**src/logic/ooo_pkg.sv**
```systemverilog
package ooo_pkg;

	// Machine sizes
	localparam int NUM_PREGS = 64; // Physical registers, p0 hardwired to zero
	localparam int RS_DEPTH  = 16; // Reservation station rows
	localparam int NUM_FU    = 2;  // Integer ALUs

	typedef logic [31:0] word_t;
	typedef logic [5:0]  preg_t;
	typedef logic [6:0]  pc_t;
	typedef logic [3:0]  rs_idx_t;
	typedef logic        fu_t;

	// Major opcodes accepted at dispatch
	typedef enum logic [6:0] {
		OP_IMM = 7'b0010011, // ADDI, ANDI
		OP_REG = 7'b0110011  // ADD, SUB, XOR, SRA
	} opcode_e;

	// Decoded ALU operation
	typedef enum logic [2:0] {
		ADDI,
		ANDI,
		ADD,
		SUB,
		XOR,
		SRA,
		ILLEGAL
	} alu_op_e;

	// One reservation station row
	typedef struct packed {
		logic    in_use;
		alu_op_e alu_op;
		pc_t     pc;
		preg_t   dest;
		preg_t   src1;
		preg_t   src2;
		word_t   src1_data;
		word_t   src2_data;
		logic    src1_rdy;
		logic    src2_rdy;
		fu_t     fu;       // Unit the row is bound to
	} rs_row_t;

endpackage

```
**src/logic/issue_if.sv**
```systemverilog
`timescale 1ns/1ps

interface issue_if;
	import ooo_pkg::*;

	// One issued instruction per unit
	logic [NUM_FU-1:0] valid; // Single-cycle strobe
	alu_op_e           alu_op [NUM_FU];
	word_t             src1   [NUM_FU]; // Operand values, not indices
	word_t             src2   [NUM_FU];
	preg_t             dest   [NUM_FU];
	pc_t               pc     [NUM_FU];

	modport rs_mp (
		output valid, alu_op, src1, src2, dest, pc
	);

	modport exe_mp (
		input valid, alu_op, src1, src2, dest, pc
	);

endinterface

```
**src/logic/wakeup_if.sv**
```systemverilog
`timescale 1ns/1ps

interface wakeup_if;
	import ooo_pkg::*;

	// Result broadcast, one per ALU
	logic [NUM_FU-1:0] valid;
	preg_t             dest [NUM_FU];
	word_t             data [NUM_FU];
	pc_t               pc   [NUM_FU];

	modport exe_mp (output valid, dest, data, pc);

	// Register file writes the result and sets the ready bit
	modport rf_mp (input valid, dest, data);

	// Waiting rows capture matching operands
	modport rs_mp (input valid, dest, data);

endinterface

```
**src/logic/exec_stage.sv**
```systemverilog
`timescale 1ns/1ps

module exec_stage (
	input  logic     clock_i,
	input  logic     rst_i,
	issue_if.exe_mp  iss,
	wakeup_if.exe_mp wb
);
	import ooo_pkg::*;

	function automatic word_t alu(input alu_op_e op, input word_t a, input word_t b);
		word_t r;
		case (op)
			ADDI, ADD: r = a + b;
			SUB:       r = a - b;
			ANDI:      r = a & b;
			XOR:       r = a ^ b;
			SRA:       r = word_t'($signed(a) >>> b[4:0]); // Shift amount from low 5 bits
			default:   r = '0;
		endcase
		return r;
	endfunction

	for (genvar k = 0; k < NUM_FU; k++) begin : g_lane
		logic    ex_valid;
		alu_op_e ex_op;
		word_t   ex_a;
		word_t   ex_b;
		preg_t   ex_dest;
		pc_t     ex_pc;
		logic    res_valid;
		word_t   res_data;
		preg_t   res_dest;
		pc_t     res_pc;

		always_ff @(posedge clock_i) begin
			if (rst_i) begin
				ex_valid  <= 1'b0;
				res_valid <= 1'b0;
			end else begin
				ex_valid  <= iss.valid[k];
				res_valid <= ex_valid;
			end
		end

		// Lane input register, then result register
		always_ff @(posedge clock_i) begin
			ex_op    <= iss.alu_op[k];
			ex_a     <= iss.src1[k];
			ex_b     <= iss.src2[k];
			ex_dest  <= iss.dest[k];
			ex_pc    <= iss.pc[k];
			res_data <= alu(ex_op, ex_a, ex_b);
			res_dest <= ex_dest;
			res_pc   <= ex_pc;
		end

		assign wb.valid[k] = res_valid;
		assign wb.data[k]  = res_data;
		assign wb.dest[k]  = res_dest;
		assign wb.pc[k]    = res_pc;
	end

endmodule

```
**src/flat_wrapper.sv**
```systemverilog
// flat-port wrapper written by rule: the top's interface ports become plain ports
module exec_stage_flat import ooo_pkg::*;
  (clock_i, rst_i, iss_valid, iss_alu_op, iss_src1, iss_src2, iss_dest, iss_pc, wb_valid, wb_dest, wb_data, wb_pc);
  issue_if iss_i ();
  wakeup_if wb_i ();
  input  logic clock_i;
  input  logic rst_i;
  input wire logic [$bits(iss_i.valid)-1:0] iss_valid;
  input wire logic [$bits(iss_i.alu_op)-1:0] iss_alu_op;
  input wire logic [$bits(iss_i.src1)-1:0] iss_src1;
  input wire logic [$bits(iss_i.src2)-1:0] iss_src2;
  input wire logic [$bits(iss_i.dest)-1:0] iss_dest;
  input wire logic [$bits(iss_i.pc)-1:0] iss_pc;
  output wire logic [$bits(wb_i.valid)-1:0] wb_valid;
  output wire logic [$bits(wb_i.dest)-1:0] wb_dest;
  output wire logic [$bits(wb_i.data)-1:0] wb_data;
  output wire logic [$bits(wb_i.pc)-1:0] wb_pc;
  assign iss_i.valid = iss_valid;
  assign iss_i.alu_op = {>>{iss_alu_op}};
  assign iss_i.src1 = {>>{iss_src1}};
  assign iss_i.src2 = {>>{iss_src2}};
  assign iss_i.dest = {>>{iss_dest}};
  assign iss_i.pc = {>>{iss_pc}};
  assign wb_valid = wb_i.valid;
  assign wb_dest = {>>{wb_i.dest}};
  assign wb_data = {>>{wb_i.data}};
  assign wb_pc = {>>{wb_i.pc}};
  exec_stage u_core (.clock_i(clock_i), .rst_i(rst_i), .iss(iss_i), .wb(wb_i));
endmodule
```
**config.mk**
```make
export PLATFORM = sky130hd
export DESIGN_NAME = exec_stage_flat
export DESIGN_NICKNAME = d
export VERILOG_FILES = /design/src/logic/ooo_pkg.sv /design/src/logic/issue_if.sv /design/src/logic/wakeup_if.sv /design/src/logic/exec_stage.sv /design/src/flat_wrapper.sv
export SDC_FILE = /design/constraint.sdc
export NUM_CORES = 1
export LEC_CHECK = 0
export BUFFER_PORTS_ARGS = -buffer_cell sky130_fd_sc_hd__buf_4
export CAP_MARGIN = 20
export CORE_UTILIZATION = 50
export DETAILED_ROUTE_END_ITERATION = 10
export PLACE_DENSITY_LB_ADDON = 0.08
export SLEW_MARGIN = 20
export SYNTH_ARGS = -nofsm -noshare
export SYNTH_HDL_FRONTEND = slang
export SYNTH_SLANG_ARGS = --single-unit
```
**constraint.sdc**
```tcl
create_clock -name clock_i -period 4.15 [get_ports clock_i]
set_input_delay 1.0375 -clock clock_i [delete_from_list [all_inputs] [get_ports clock_i]]
set_output_delay 1.0375 -clock clock_i [all_outputs]
set_load 0.01 [all_outputs]
```
==> flow_metrics.py <==
metrics = {
    "floorplan": {
        "chipWidth_um": 175,
        "rows": 63,
        "die-area_um2": 30700,
        "chipHeight_um": 175,
        "ios": 256,
        "initial_utilization_pct": 50.8,
        "core-area_um2": 29600,
    },
    "cells_and_area": {
        "utilization_pct": 64.8,
        "num_antenna_cells": 0,
        "layout-area-overhead-vs-synth_pct": 27.5,
        "fillerInstances": 2458,
        "nets": 2290,
        "layout_cells_sized_above_1_pct": 26.8,
        "final_cell_count_no_fill": 2403,
    },
    "timing": {
        "worst_slew_margin_rel_pct": 21.9,
        "min_period_over_period_pct": 99.1,
        "setup_viol": 0,
        "slew_of_the_pin_with_the_lowest_slew_margin_ns": 1.17,
        "final_period_minus_worst_setup_slack_ns": 4.11,
        "max_freq_ghz": 0.243,
        "final-hold-violation-count": 0,
        "final.setup.tns_ns": 0,
        "fin_worst_skew_ns": 0.0335,
        "rsz0062_at_grt": "yes",
        "finalMaxSlewViolations": 0,
    },
    "logic_synthesis": {
        "syn_inst": 1669,
        "yosysUniqueCellTypes": 67,
        "ys_seq_elements": 254,
        "synth.cells.most_frequent": "dfxtp_1, nand2_1, a21oi_1",
        "synth_edf_count": 0,
        "ys_dominant_reg_cell": "dfxtp_1",
        "synth-adder-area-share_pct": 10.9,
        "synth_seq_area_share_pct": 33.9,
        "syn-num-nets": 1963,
        "synth_top_family_by_area": "compound AO/OA/AOI/OAI gates",
        "post_synth_and_or_nand_nor_area_fraction_pct": 12.6,
        "yosys.area_share.xor_xnor_pct": 6.59,
        "area_share_of_the_largest_cell_type_after_synthesis_pct": 33.9,
        "yosys_warnings": 0,
        "synth_compound_gate_area_share_pct": 22.1,
        "mappedNetlistArea_um2": 15000,
        "yosys.cell_count.top_type": "dfxtp_1",
        "avgSynthCellArea_um2": 9.00,
        "netlist_top_cells_area": "dfxtp_1, ha_1, a21oi_1",
        "netlist.top_cell.by_area": "dfxtp_1",
        "ys_async_sr_fraction_pct": 0,
        "portion_of_netlist_area_occupied_by_mux_cells_pct": 10.5,
    },
    "routing": {
        "wirelength_um": 49500,
        "antenna_left": 0,
        "drt_first_iter_violations": 1383,
        "drc_errors": 0,
        "wire_per_inst_um": 20.6,
        "via_count": 14300,
        "route.detailed.vias_per_inst": 5.94,
        "detailedRoute.firstPassIterationCount": 5,
    },
    "grt": {
        "grt_remaining_overflow": 0,
        "grt_first_pass_wirelength_um": 75000,
        "antenna_found_initial": 0,
        "grtUsageTotal_pct": 31.4,
        "grt_pass1_vias": 13300,
        "pin_count_of_the_biggest_net_entering_global_routing": 44,
    },
    "critical_path": {
        "path_type_of_the_worst_setup_path": "reg2reg",
        "required_ns": 4.60,
        "critical_path_buf_inv_count": 0,
        "highest_cell_delay_on_the_worst_timing_path_ns": 0.54,
        "worstPathCellList": "or4_4, or4_4, or3_4, or3b_4, nand2_2, xor2_1, ha_1, a21o_1, a21oi_2, o21ai_1, a21o_1, a21oi_2, a31oi_2, o21a_1, or3_1",
        "timing.critical_path.from_type": "flip-flop",
        "critical_path_maximum_fanout": 3,
        "cp_data_arrival_time_ns": 4.56,
        "critical-path-slowest-cell": "or4_4",
        "worstSetupEndpointType": "flip-flop",
        "rrSetupSlack_ns": 0.04,
        "critical-path-top-delay-family": "simple AND/OR/NAND/NOR gates",
    },
    "power_and_ir_drop": {
        "power.static_leakage_nw": 8.62,
        "clkPwrFrac_pct": 32.0,
        "power.share.switching_pct": 30.8,
        "power.share.combinational_pct": 29.3,
        "max-vdd-ir-drop_uv": 377,
        "internal_power_w": 0.00506,
        "power_per_cell_area_nw_per_um2": 382,
        "share_seq_of_total_power_pct": 38.6,
        "netSwitchingPower_w": 0.00225,
    },
    "clocking": {
        "cts_root_buffer": "clkbuf_16",
        "numCtsBuffers": 26,
        "tritoncts": "done",
        "clk_latency_ns": 0.57,
        "cts_max_path_buffers": 3,
        "holdBufCountCts": 0,
        "clock_sink_count": 254,
        "cts-htree-levels": 1,
        "clkTransAtPathRegs_ns": 0.07,
    },
    "flow_run": {
        "timing.max_cap.violations": 0,
    },
    "worst_hold_path": {
        "hold_path_class": "reg2reg",
    },
    "place": {
        "gp_routability_congestion": 0.958,
        "io_buffers": 255,
        "post-place-cells": 2355,
        "hpwl_um": 38200,
    },
    "outcome": {
        "status": "completed",
    },
}
-- placed cells by master (no fill, tap or decap), types with 9 or more instances in the layout --
master     count
a211oi_1      27
a21o_1        33
a21oi_1      134
a221o_1       12
a221oi_1      18
a222oi_1      10
a22oi_1       23
a31oi_1       16
and2_1        11
and3_1        11
buf_4        401
clkbuf_16     26
dfxtp_1      251
ha_1         128
inv_1         29
mux2_2        23
mux2i_1       64
mux4_2        30
nand2_1      156
nand2b_1      10
nand3_1       19
nand4_1       10
nor2_1       107
nor2b_1       26
nor3_1        15
o211ai_1      13
o21a_1        11
o21ai_0      112
o21bai_1       9
o221ai_1      26
o31ai_1       10
xnor2_1       59
xor2_1        54
-- power by group through the flow --
| stage | logic (W) | registers, W | clock network (W) |
|---|---|---|---|
| 2_1_floorplan | 0.00117 | 0.00288 | 0 |
| 3_3_place_gp | 0.00206 | 0.00287 | 0 |
| 3_5_place_dp | 0.00208 | 0.00287 | 0 |
| 4_1_cts | 0.00210 | 0.00282 | 0.00239 |
| 5_1_grt | 0.00233 | 0.00284 | 0.00249 |
| 6_report | 0.00215 | 0.00282 | 0.00234 |
-- per-layer routing --
metal  share of wire (%)  global-route usage, %
met1                  47                   46.4
met3                  10                   8.12
met5                   0                      0
met4                 2.5                   8.59
met2                  40                   44.5
-- final timing paths --
path | start | to | cells past startpoint
max | u_core.g_lane[0].ex_b[13] | u_core.g_lane[0].res_data[31] | 15
min reg2reg | u_core.g_lane[1].ex_dest[3] | u_core.g_lane[1].res_dest[3] | 0
min | u_core.g_lane[1].ex_dest[3] | u_core.g_lane[1].res_dest[3] | 0
max reg2reg | u_core.g_lane[0].ex_b[13] | u_core.g_lane[0].res_data[31] | 15
-- state kept, by name, summed over array words and instances (netlist names) --
register and cells:
u_core.g_lane.ex_a 64, u_core.g_lane.ex_b 64, u_core.g_lane.ex_dest 12, u_core.g_lane.ex_op 6, u_core.g_lane.ex_pc 14, u_core.g_lane.ex_valid 2
u_core.g_lane.res_data 64, u_core.g_lane.res_dest 12, u_core.g_lane.res_pc 14, u_core.g_lane.res_valid 2
-- final cells by class --
class | count | area (um^2) | area share [%]
tap | 390 | 488 | 2.55
multi-input combinational | 1280 | 9560 | 49.9
clock inverter | 9 | 129 | 0.673
timing repair buffer | 402 | 3030 | 15.8
inverter | 32 | 120 | 0.627
sequential | 254 | 5090 | 26.6
clock buffer | 36 | 738 | 3.85
-- worst register-to-register path, cell delays in order, from the launching register on --
cell and delay (ns):
dfxtp_2 0.32, or4_4 0.54, or4_4 0.46, or3_4 0.38
or3b_4 0.45, nand2_2 0.09, xor2_1 0.15, ha_1 0.26
a21o_1 0.18, a21oi_2 0.13, o21ai_1 0.08, a21o_1 0.19
a21oi_2 0.15, a31oi_2 0.11, o21a_1 0.17, or3_1 0.35
-- metrics by stage --
stage / setup WS (ns) / area [um^2] / total power (W) / hold WS, ns
4_1_cts: 0.0127 / 19000 / 0.00731 / 0.327
5_1_grt: -0.0703 / 19200 / 0.00766 / 0.332
2_1_floorplan: -0.0211 / 15000 / 0.00405 / 0.310
3_3_place_gp: -0.0667 / 18100 / 0.00492 / 0.310
6_report: 0.0371 / 19200 / 0.00731 / 0.327
3_5_place_dp: -0.0552 / 18100 / 0.00494 / 0.313
-- cells by family (layout without fill, tap and decap cells) --
| family | Yosys count | count (layout) |
|---|---|---|
| flip-flops | 254 | 254 |
| AO/OA/AOI/OAI | 511 | 511 |
| multiplexers | 117 | 117 |
| adder cells (fa/ha/maj) | 130 | 130 |
| AND/OR/NAND/NOR | 409 | 409 |
| XOR/XNOR | 113 | 113 |
| buffers and inverters | 135 | 479 |
-- timing repair --
action / CTS / global route
gates resized for setup: 5 / 28
pin swaps: 2 / 3
setup buffers: 0 / 3
hold endpoints to repair: 0 / 0
setup endpoints to repair: 3 / 16
(Power assumes the default switching activity.)
