[config.mk]
export PLATFORM = sky130hd
export DESIGN_NAME = dispatch_unit
export DESIGN_NICKNAME = d
export VERILOG_FILES = /design/src/logic/ooo_pkg.sv /design/src/logic/dispatch_unit.sv
export SDC_FILE = /design/constraint.sdc
export NUM_CORES = 1
export LEC_CHECK = 0
export ABC_CLOCK_PERIOD_IN_PS = 2450
export BUFFER_PORTS_ARGS = -buffer_cell sky130_fd_sc_hd__buf_2
export CORE_AREA = 2 2 179 181
export DETAILED_ROUTE_END_ITERATION = 7
export DIE_AREA = 0 0 181 183
export PLACE_DENSITY = 0.39
export SLEW_MARGIN = 20
export SYNTH_ARGS = -nofsm -noshare
export SYNTH_HDL_FRONTEND = slang
export SYNTH_SLANG_ARGS = --single-unit
[constraint.sdc]
create_clock -name clock_i -period 2.45 [get_ports clock_i]
set_input_delay 0.49 -clock clock_i [delete_from_list [all_inputs] [get_ports clock_i]]
set_output_delay 0.49 -clock clock_i [all_outputs]
set_load 0.05 [all_outputs]
[src/logic/ooo_pkg.sv]
package ooo_pkg;

	// Machine sizes
	localparam int NUM_PREGS = 64; // Physical registers, p0 hardwired to zero
	localparam int RS_DEPTH  = 16; // Reservation station rows
	localparam int NUM_FU    = 2;  // Integer ALUs

	typedef logic [31:0] word_t;
	typedef logic [5:0]  preg_t;
	typedef logic [6:0]  pc_t;
	typedef logic [3:0]  rs_idx_t;
	typedef logic        fu_t;

	// Major opcodes accepted at dispatch
	typedef enum logic [6:0] {
		OP_IMM = 7'b0010011, // ADDI, ANDI
		OP_REG = 7'b0110011  // ADD, SUB, XOR, SRA
	} opcode_e;

	// Decoded ALU operation
	typedef enum logic [2:0] {
		ADDI,
		ANDI,
		ADD,
		SUB,
		XOR,
		SRA,
		ILLEGAL
	} alu_op_e;

	// One reservation station row
	typedef struct packed {
		logic    in_use;
		alu_op_e alu_op;
		pc_t     pc;
		preg_t   dest;
		preg_t   src1;
		preg_t   src2;
		word_t   src1_data;
		word_t   src2_data;
		logic    src1_rdy;
		logic    src2_rdy;
		fu_t     fu;       // Unit the row is bound to
	} rs_row_t;

endpackage

[src/logic/dispatch_unit.sv]
`timescale 1ns/1ps

module dispatch_unit (
	input  logic                    clock_i,
	input  logic                    rst_i,
	input  logic                    valid_1_i,
	input  logic [6:0]              opcode_1_i,
	input  logic [2:0]              func3_1_i,
	input  logic [6:0]              func7_1_i,
	input  ooo_pkg::preg_t          ps1_1_i,
	input  ooo_pkg::preg_t          ps2_1_i,
	input  ooo_pkg::preg_t          pd_1_i,
	input  logic [11:0]             imm_1_i,
	input  ooo_pkg::pc_t            pc_1_i,
	input  logic                    valid_2_i,
	input  logic [6:0]              opcode_2_i,
	input  logic [2:0]              func3_2_i,
	input  logic [6:0]              func7_2_i,
	input  ooo_pkg::preg_t          ps1_2_i,
	input  ooo_pkg::preg_t          ps2_2_i,
	input  ooo_pkg::preg_t          pd_2_i,
	input  logic [11:0]             imm_2_i,
	input  ooo_pkg::pc_t            pc_2_i,
	output logic [1:0]              slot_valid_o,
	output ooo_pkg::rs_row_t [1:0]  row_o,
	output ooo_pkg::preg_t [3:0]    rf_addr_o,
	input  ooo_pkg::word_t [3:0]    rf_data_i,
	input  logic [3:0]              rf_ready_i,
	input  logic [1:0]              accept_i
);
	import ooo_pkg::*;

	alu_op_e op_s [2];
	fu_t     fu_toggle; // Unit for the next accepted instruction

	function automatic alu_op_e decode(input logic [6:0] opcode, input logic [2:0] func3,
		input logic [6:0] func7);
		alu_op_e op;
		op = ILLEGAL;
		if (opcode == OP_IMM) begin
			case (func3)
				3'b000:  op = ADDI;
				3'b111:  op = ANDI;
				default: op = ILLEGAL;
			endcase
		end else if (opcode == OP_REG) begin
			case ({func7, func3})
				10'b0000000_000: op = ADD;
				10'b0100000_000: op = SUB;
				10'b0000000_100: op = XOR;
				10'b0100000_101: op = SRA;
				default:         op = ILLEGAL;
			endcase
		end
		return op;
	endfunction

	assign op_s[0] = decode(opcode_1_i, func3_1_i, func7_1_i);
	assign op_s[1] = decode(opcode_2_i, func3_2_i, func7_2_i);

	// Illegal opcodes are dropped here
	assign slot_valid_o[0] = valid_1_i && (op_s[0] != ILLEGAL);
	assign slot_valid_o[1] = valid_2_i && (op_s[1] != ILLEGAL);

	assign rf_addr_o = {ps2_2_i, ps1_2_i, ps2_1_i, ps1_1_i};

	always_comb begin
		row_o[0] = '{in_use: 1'b1, alu_op: op_s[0], pc: pc_1_i, dest: pd_1_i,
			src1: ps1_1_i, src2: ps2_1_i, src1_data: rf_data_i[0], src2_data: rf_data_i[1],
			src1_rdy: rf_ready_i[0], src2_rdy: rf_ready_i[1], fu: fu_toggle};
		row_o[1] = '{in_use: 1'b1, alu_op: op_s[1], pc: pc_2_i, dest: pd_2_i,
			src1: ps1_2_i, src2: ps2_2_i, src1_data: rf_data_i[2], src2_data: rf_data_i[3],
			src1_rdy: rf_ready_i[2], src2_rdy: rf_ready_i[3], fu: fu_toggle ^ accept_i[0]};
		if (op_s[0] == ADDI || op_s[0] == ANDI) begin
			row_o[0].src2      = '0; // Pinned to p0 so no broadcast can match
			row_o[0].src2_data = {20'b0, imm_1_i};
			row_o[0].src2_rdy  = 1'b1;
		end
		if (op_s[1] == ADDI || op_s[1] == ANDI) begin
			row_o[1].src2      = '0;
			row_o[1].src2_data = {20'b0, imm_2_i};
			row_o[1].src2_rdy  = 1'b1;
		end
		// Slot 2 reading slot 1's result must wait for its broadcast
		if (slot_valid_o[0] && pd_1_i != '0) begin
			if (row_o[1].src1 == pd_1_i) row_o[1].src1_rdy = 1'b0;
			if (row_o[1].src2 == pd_1_i) row_o[1].src2_rdy = 1'b0;
		end
	end

	always_ff @(posedge clock_i) begin
		if (rst_i) begin
			fu_toggle <= 1'b0;
		end else begin
			fu_toggle <= fu_toggle ^ accept_i[0] ^ accept_i[1];
		end
	end

endmodule

==> run metrics, run 1 <==
Placed Area=3550 sq um; syn avg cell area=7.50 sq um; sequential element share of the synthesized area=0.863%; Post-Syn Area=roughly 2300 sq um; Crit. End Element=output port; status=complete, but fails checks; CP arrival=between 2000 and 2500 ps; hold_buf cts=0; Compound-Gate Fraction of Synth Area=between 8 and 9%; Routed WL=14.4 mm; Placed Cells=886; Startpoint Class=input port; register area=20.0 sq um; predominant post-synthesis flop cell=dfxtp_1; Achievable Freq=around 390 MHz; Tot GR Track Use=7.80%; Vias/cell=3.14; mux share of post-synthesis cell area=around an eighth; Post-Synth XOR/XNOR Area=5.29%; crit-path max FO=7; Pre-antenna DRT Iters=4; Power Internal=0.000383 W; DRC violations left=0; Overflow after GRT=0; Non-Filler Instances=907; Max-Cap Viols=0; CP max stage delay=350 ps; FP Rows=65; placed wire-length estimate=11.8 mm; fillers=3573; crit-path cells=buf_6 -> or3_1 -> a21o_1 -> nor2_4 -> buf_12 -> buf_12 -> mux2_4 -> buf_8; total number of vias=2846; top-count cell post-synth=buf_4; DRT iter0 DRCs=54; Worst Skew=0 ps; vias in the first global route=2947; CP Class=input port to output port; pins over their slew limit=0; largest net degree at the start of global routing=10; clock latency at the later pin of the worst-skew pair=0 ps; flops & latches, synth=1; final hold vios=0; combinational share of power=97.8%; NetSw=0.000577 W; Ports=464; Post-Synth Adder-Cell Area=0%; unrepaired setup endpoints after global routing=yes; number of synthesized flops with an enable pin=0; port bufs=between 200 and 300; largest cells by area after synthesis=buf_4 (43%), nor2b_1 (14%), mux2_2 (7.3%), mux2_1 (4.4%), xnor2_1 (4.2%); combinational family with the most area after synthesis=buffers and inverters; WHS=627 ps; clock edge transition at the registers on the reported setup and hold paths=0 ps; most frequent CP cell=buf_12; antenna violations before repair=3; initial core utilization=about 7.4%; Post-Synth Simple-Gate Area=between 20% and 30%; Leak=2.21 nW; first-pass GRT wire length=19.0 mm; share of layout cells above drive strength 1=about four fifths; buffers and inverters on the worst path=4; Final nets=752; cell taking the most area after synthesis=buf_4; cell count after synthesis=309; fraction of post-synthesis cell area in the top cell type by area=42.7%; CP top delay family=buffers and inverters; antenna-violating nets left=0; Clk network pwr share=0%; Multi-input gate area=1540 sq um; peak supply drop=between 0.07 and 0.08 mV; Post-synth ARST share=0%; Final Cell Area=4570 sq um; Setup-failing EPs final=22; hold crit path type=flip-flop to flip-flop; Tmin final=2570 ps; Power Dens Cells=210 nW/um^2; Reg power frac=2.2%; Largest regs=fu_toggle x1; Tcrit/Tclk final=105%; max FFs per register=1; Largest Register=fu_toggle; Synth cell types=45; P&R area growth vs syn=96.9%; total core area=approximately 31000 sq um; dpl ws=-237 ps; chip height=between 150 and 200 um; Critical Path Slowest Stage Cell=or3_1; Synth Warn #=0; Die W=181 um; Routed wire per std cell=15.8 um; Switching Fraction=60.1%; RePlAce Congestion=roughly 0.73; final setup TNS=-1820 ps; violated checks=negative setup slack; worst setup margin=-116 ps; critical path data required time=between 1500 and 2000 ps; Post-synth top cells=buf_4 (132), nor2b_1 (52), mux2_2 (15); die area=33100 sq um
==> tightest hold or removal path, stage by stage (launching register included) <==
cell and delay [ps]:
dfxtp_1 310, xor2_1 90, xnor2_1 130, nor2_1 40
==> power groups by stage <==
stage,Clock (W),Combinational (W),Sequential [W]
detailed placement,0,0.000811,0.0000207
global route,0,0.000983,0.0000212
finish,0.0000000000547,0.000940,0.0000207
global placement,0,0.000810,0.0000207
CTS,0,0.000898,0.0000207
floorplan,0,0.000970,0.0000206
==> per-layer routing <==
metal	vias to the layer above	part of all wire (%)	track usage (%)
li1	1294	-	-
met5	-	0	0
met2	305	54	16.4
met1	1217	30	6.93
met4	0	3.3	1.82
met3	30	12	2.84
==> placed cells by master, fill, tap and decap left out, drive strengths merged, types with 2 or more instances in the layout <==
| master | n |
|---|---|
| nor2 | 12 |
| inv | 3 |
| a21oi | 6 |
| nor4 | 3 |
| nor3 | 3 |
| o211ai | 4 |
| nor4b | 3 |
| nand2 | 6 |
| conb | 2 |
| nor4bb | 3 |
| nand4 | 4 |
| and3 | 2 |
| nand3 | 4 |
| nor2b | 52 |
| mux2 | 24 |
| a31oi | 3 |
| xor2 | 3 |
| o2111ai | 3 |
| xnor2 | 11 |
| clkbuf | 3 |
| buf | 332 |
==> cell type report <==
type	count	share of cell area, %
multi-input combinational	165	33.7
tap	402	11.0
sequential	1	0.438
antenna	1	0.0548
inverter	3	0.247
timing repair buffer	335	54.6
==> kinds of logic (layout without fill, tap and decap cells) <==
family,Yosys count,after routing
compound gates,25,25
mux,24,24
other cells,1,3
buf+inv,144,338
xor+xnor,14,14
flops,1,1
simple gates,100,100
==> per-stage QoR <==
stage | total power, W | utilization [%]
finish | 0.000961 | 14.6
global route | 0.00100 | 14.6
CTS | 0.000919 | 13.6
detailed placement | 0.000831 | 11.4
global placement | 0.000831 | 11.4
floorplan | 0.000991 | -
==> final timing paths <==
kind                                    from   endpoint  slack, ps  depth (start not counted)
worst min-delay path               fu_toggle  fu_toggle        630                          3
worst min register to register     fu_toggle  fu_toggle        630                          3
worst max-delay path            func3_1_i[0]   row_o[6]       -120                          8
worst max register to register     fu_toggle  fu_toggle       1620                          3
==> what timing repair did <==
action,CTS,global route
buffers inserted,13,6
setup endpoints to repair,42,73
gates cloned,4,0
resized for setup,139,91
pin swaps,8,9
Power figures use the tool's default switching activity.
==> run 2, diff against run 1 <==
--- a/config.mk
+++ b/config.mk
@@ -11,6 +11,7 @@
 export DETAILED_ROUTE_END_ITERATION = 7
 export DIE_AREA = 0 0 181 183
 export PLACE_DENSITY = 0.39
+export REMOVE_ABC_BUFFERS = 1
 export SLEW_MARGIN = 20
 export SYNTH_ARGS = -nofsm -noshare
 export SYNTH_HDL_FRONTEND = slang
==> run metrics, run 2 (same netlist as run 1, synthesis figures left out) <==
RePlAce Congestion=0.755 (+3.9%); Largest regs=fu_toggle x1; Tcrit/Tclk final=105% (about the same); Worst Skew=0 ps (unchanged); DRT iter0 DRCs=158 (+190%); Routed wire per std cell=27.8 um (+75%); RR Startpoint=fu_toggle; Largest Register=fu_toggle; CP Class=input port to output port; largest net degree at the start of global routing=17 (+7); CP arrival=2080 ps (about the same); Final nets=743 (-1.2%); share of layout cells above drive strength 1=79.6% (-0.96 points); total number of vias=3138 (+10%); combinational share of power=97.8% (about the same); peak supply drop=0.0857 mV (+9.7%); Non-Filler Instances=897 (-1.1%); placed wire-length estimate=20.2 mm (+71%); vias in the first global route=2945 (-0.068%); Tot GR Track Use=13.8% (+6.0 points); Max-Cap Viols=0 (unchanged); R2R setup slack=1610 ps (about the same); Die W=181 um (unchanged); DRC violations left=0 (unchanged); critical path data required time=1960 ps (about the same); chip height=183 um (unchanged); Power Internal=0.000390 W (+1.7%); crit-path max FO=3 (-4); antenna violations before repair=0 (-3); NetSw=0.000569 W (-1.5%); Pre-antenna DRT Iters=4 (unchanged); P&R area growth vs syn=96.4%; antenna-violating nets left=0 (unchanged); WHS=628 ps (+0.831 ps); pins over their slew limit=0 (unchanged); register area=20.0 sq um (unchanged); Reg-to-Reg End=fu_toggle; Ports=464 (unchanged); Vias/cell=3.50 (+11%); most common cell after layout, fill and taps aside=buf_2; die area=33100 sq um (unchanged); port bufs=273 (unchanged); CP startpoint=func3_1_i[2]; status=complete, but fails checks; first-pass GRT wire length=29.7 mm (+56%); Power Dens Cells=210 nW/um^2 (about the same); Ant. Diodes=0 (-1); hold_buf cts=0 (unchanged); Achievable Freq=390 MHz (about the same); total core area=31200 sq um (unchanged); Placed Cells=882 (-0.45%); worst setup margin=-115 ps (+0.879 ps); Tmin final=2570 ps (-0.879 ps); Clk network pwr share=0% (unchanged); Placed Area=3450 sq um (-2.7%); Final Cell Area=4550 sq um (-0.27%); hold crit path type=flip-flop to flip-flop; FP Rows=65 (unchanged); fillers=3536 (-1.0%); unrepaired setup endpoints after global routing=yes; Overflow after GRT=0 (unchanged); Crit. End Element=output port; most frequent cells in the layout=buf_2 (195), buf_6 (51), buf_4 (47); Multi-input gate area=1600 sq um (+4.1%); Startpoint Class=input port; final setup TNS=-2140 ps (-327 ps); clock edge transition at the registers on the reported setup and hold paths=0 ps (unchanged); max FFs per register=1 (unchanged); violated checks=negative setup slack; critical path endpoint=row_o[97]; metal3 WL=6.37 mm (+260%); Routed WL=24.9 mm (+74%); uppermost routed layer=met5; final hold vios=0 (unchanged); clock latency at the later pin of the worst-skew pair=0 ps (unchanged); Reg power frac=2.2% (about the same); wire length on met2=10.6 mm (+36%); R2R depth=3 (unchanged); Metal-1 WL=7.35 mm (+68%); Switching Fraction=59.3% (-0.77 points); Setup-failing EPs final=36 (+64%); Leak=2.22 nW (+0.58%); initial core utilization=7.42% (unchanged); dpl ws=-622 ps (-386 ps)
## run 2: cell types whose count changed in the layout (fill, tap and decap cells not counted), sizes merged
cell | previous run | this run
o211a | 1 | 2
buf | 332 | 321
clkbuf | 3 | 4
diode | 1 | 0
## run 2: repair_timing
item,4_1_cts,5_1_grt
pin swaps,8,10
setup endpoints to repair,38,69
hold endpoints to repair,0,0
gates cloned,4,1
gates resized for setup,148,141
buffers inserted,12,2
## run 2: layout make-up
cell class	count	share of cell area (%)
tap	402	11.0
inverter	3	0.247
timing repair buffer	325	53.1
sequential	1	0.440
multi-input combinational	166	35.1
## run 2: per-stage QoR
step | util [%] | power (W)
after global routing | 14.6 | 0.00100
after detailed placement | 11.1 | 0.000802
after CTS | 13.3 | 0.000899
final | 14.6 | 0.000958
after global placement | 11.1 | 0.000803
after floorplan | - | 0.000407
## run 2: how the worst min path moves through the flow
stage               cells after the start   endpoint       from  slack (ps)
floorplan                               1  fu_toggle      rst_i         560
global placement                        3  fu_toggle  fu_toggle         650
detailed placement                      3  fu_toggle  fu_toggle         640
CTS                                     3  fu_toggle  fu_toggle         640
global route                            2  fu_toggle      rst_i         670
finish                                  3  fu_toggle  fu_toggle         630
## run 2: power by group through the flow
stage / Sequential, W / Combinational (W) / Clock (W)
final: 0.0000209 / 0.000937 / 0
after global routing: 0.0000216 / 0.000980 / 0
after CTS: 0.0000210 / 0.000878 / 0
after detailed placement: 0.0000210 / 0.000781 / 0
after global placement: 0.0000211 / 0.000782 / 0
after floorplan: 0.0000299 / 0.000377 / 0
## run 2: layer usage
metal	vias up	GRT usage [%]
li1	1271	-
met1	1362	11.7
met2	471	21.3
met3	24	16.4
met4	10	0.455
met5	-	9.78
## run 2: worst max-delay path, stage by stage
cell and delay (ps):
buf_6 90, or3_4 380, a21o_4 250, a2111oi_4 370, buf_4 200, a41oi_2 100
buf_6 180
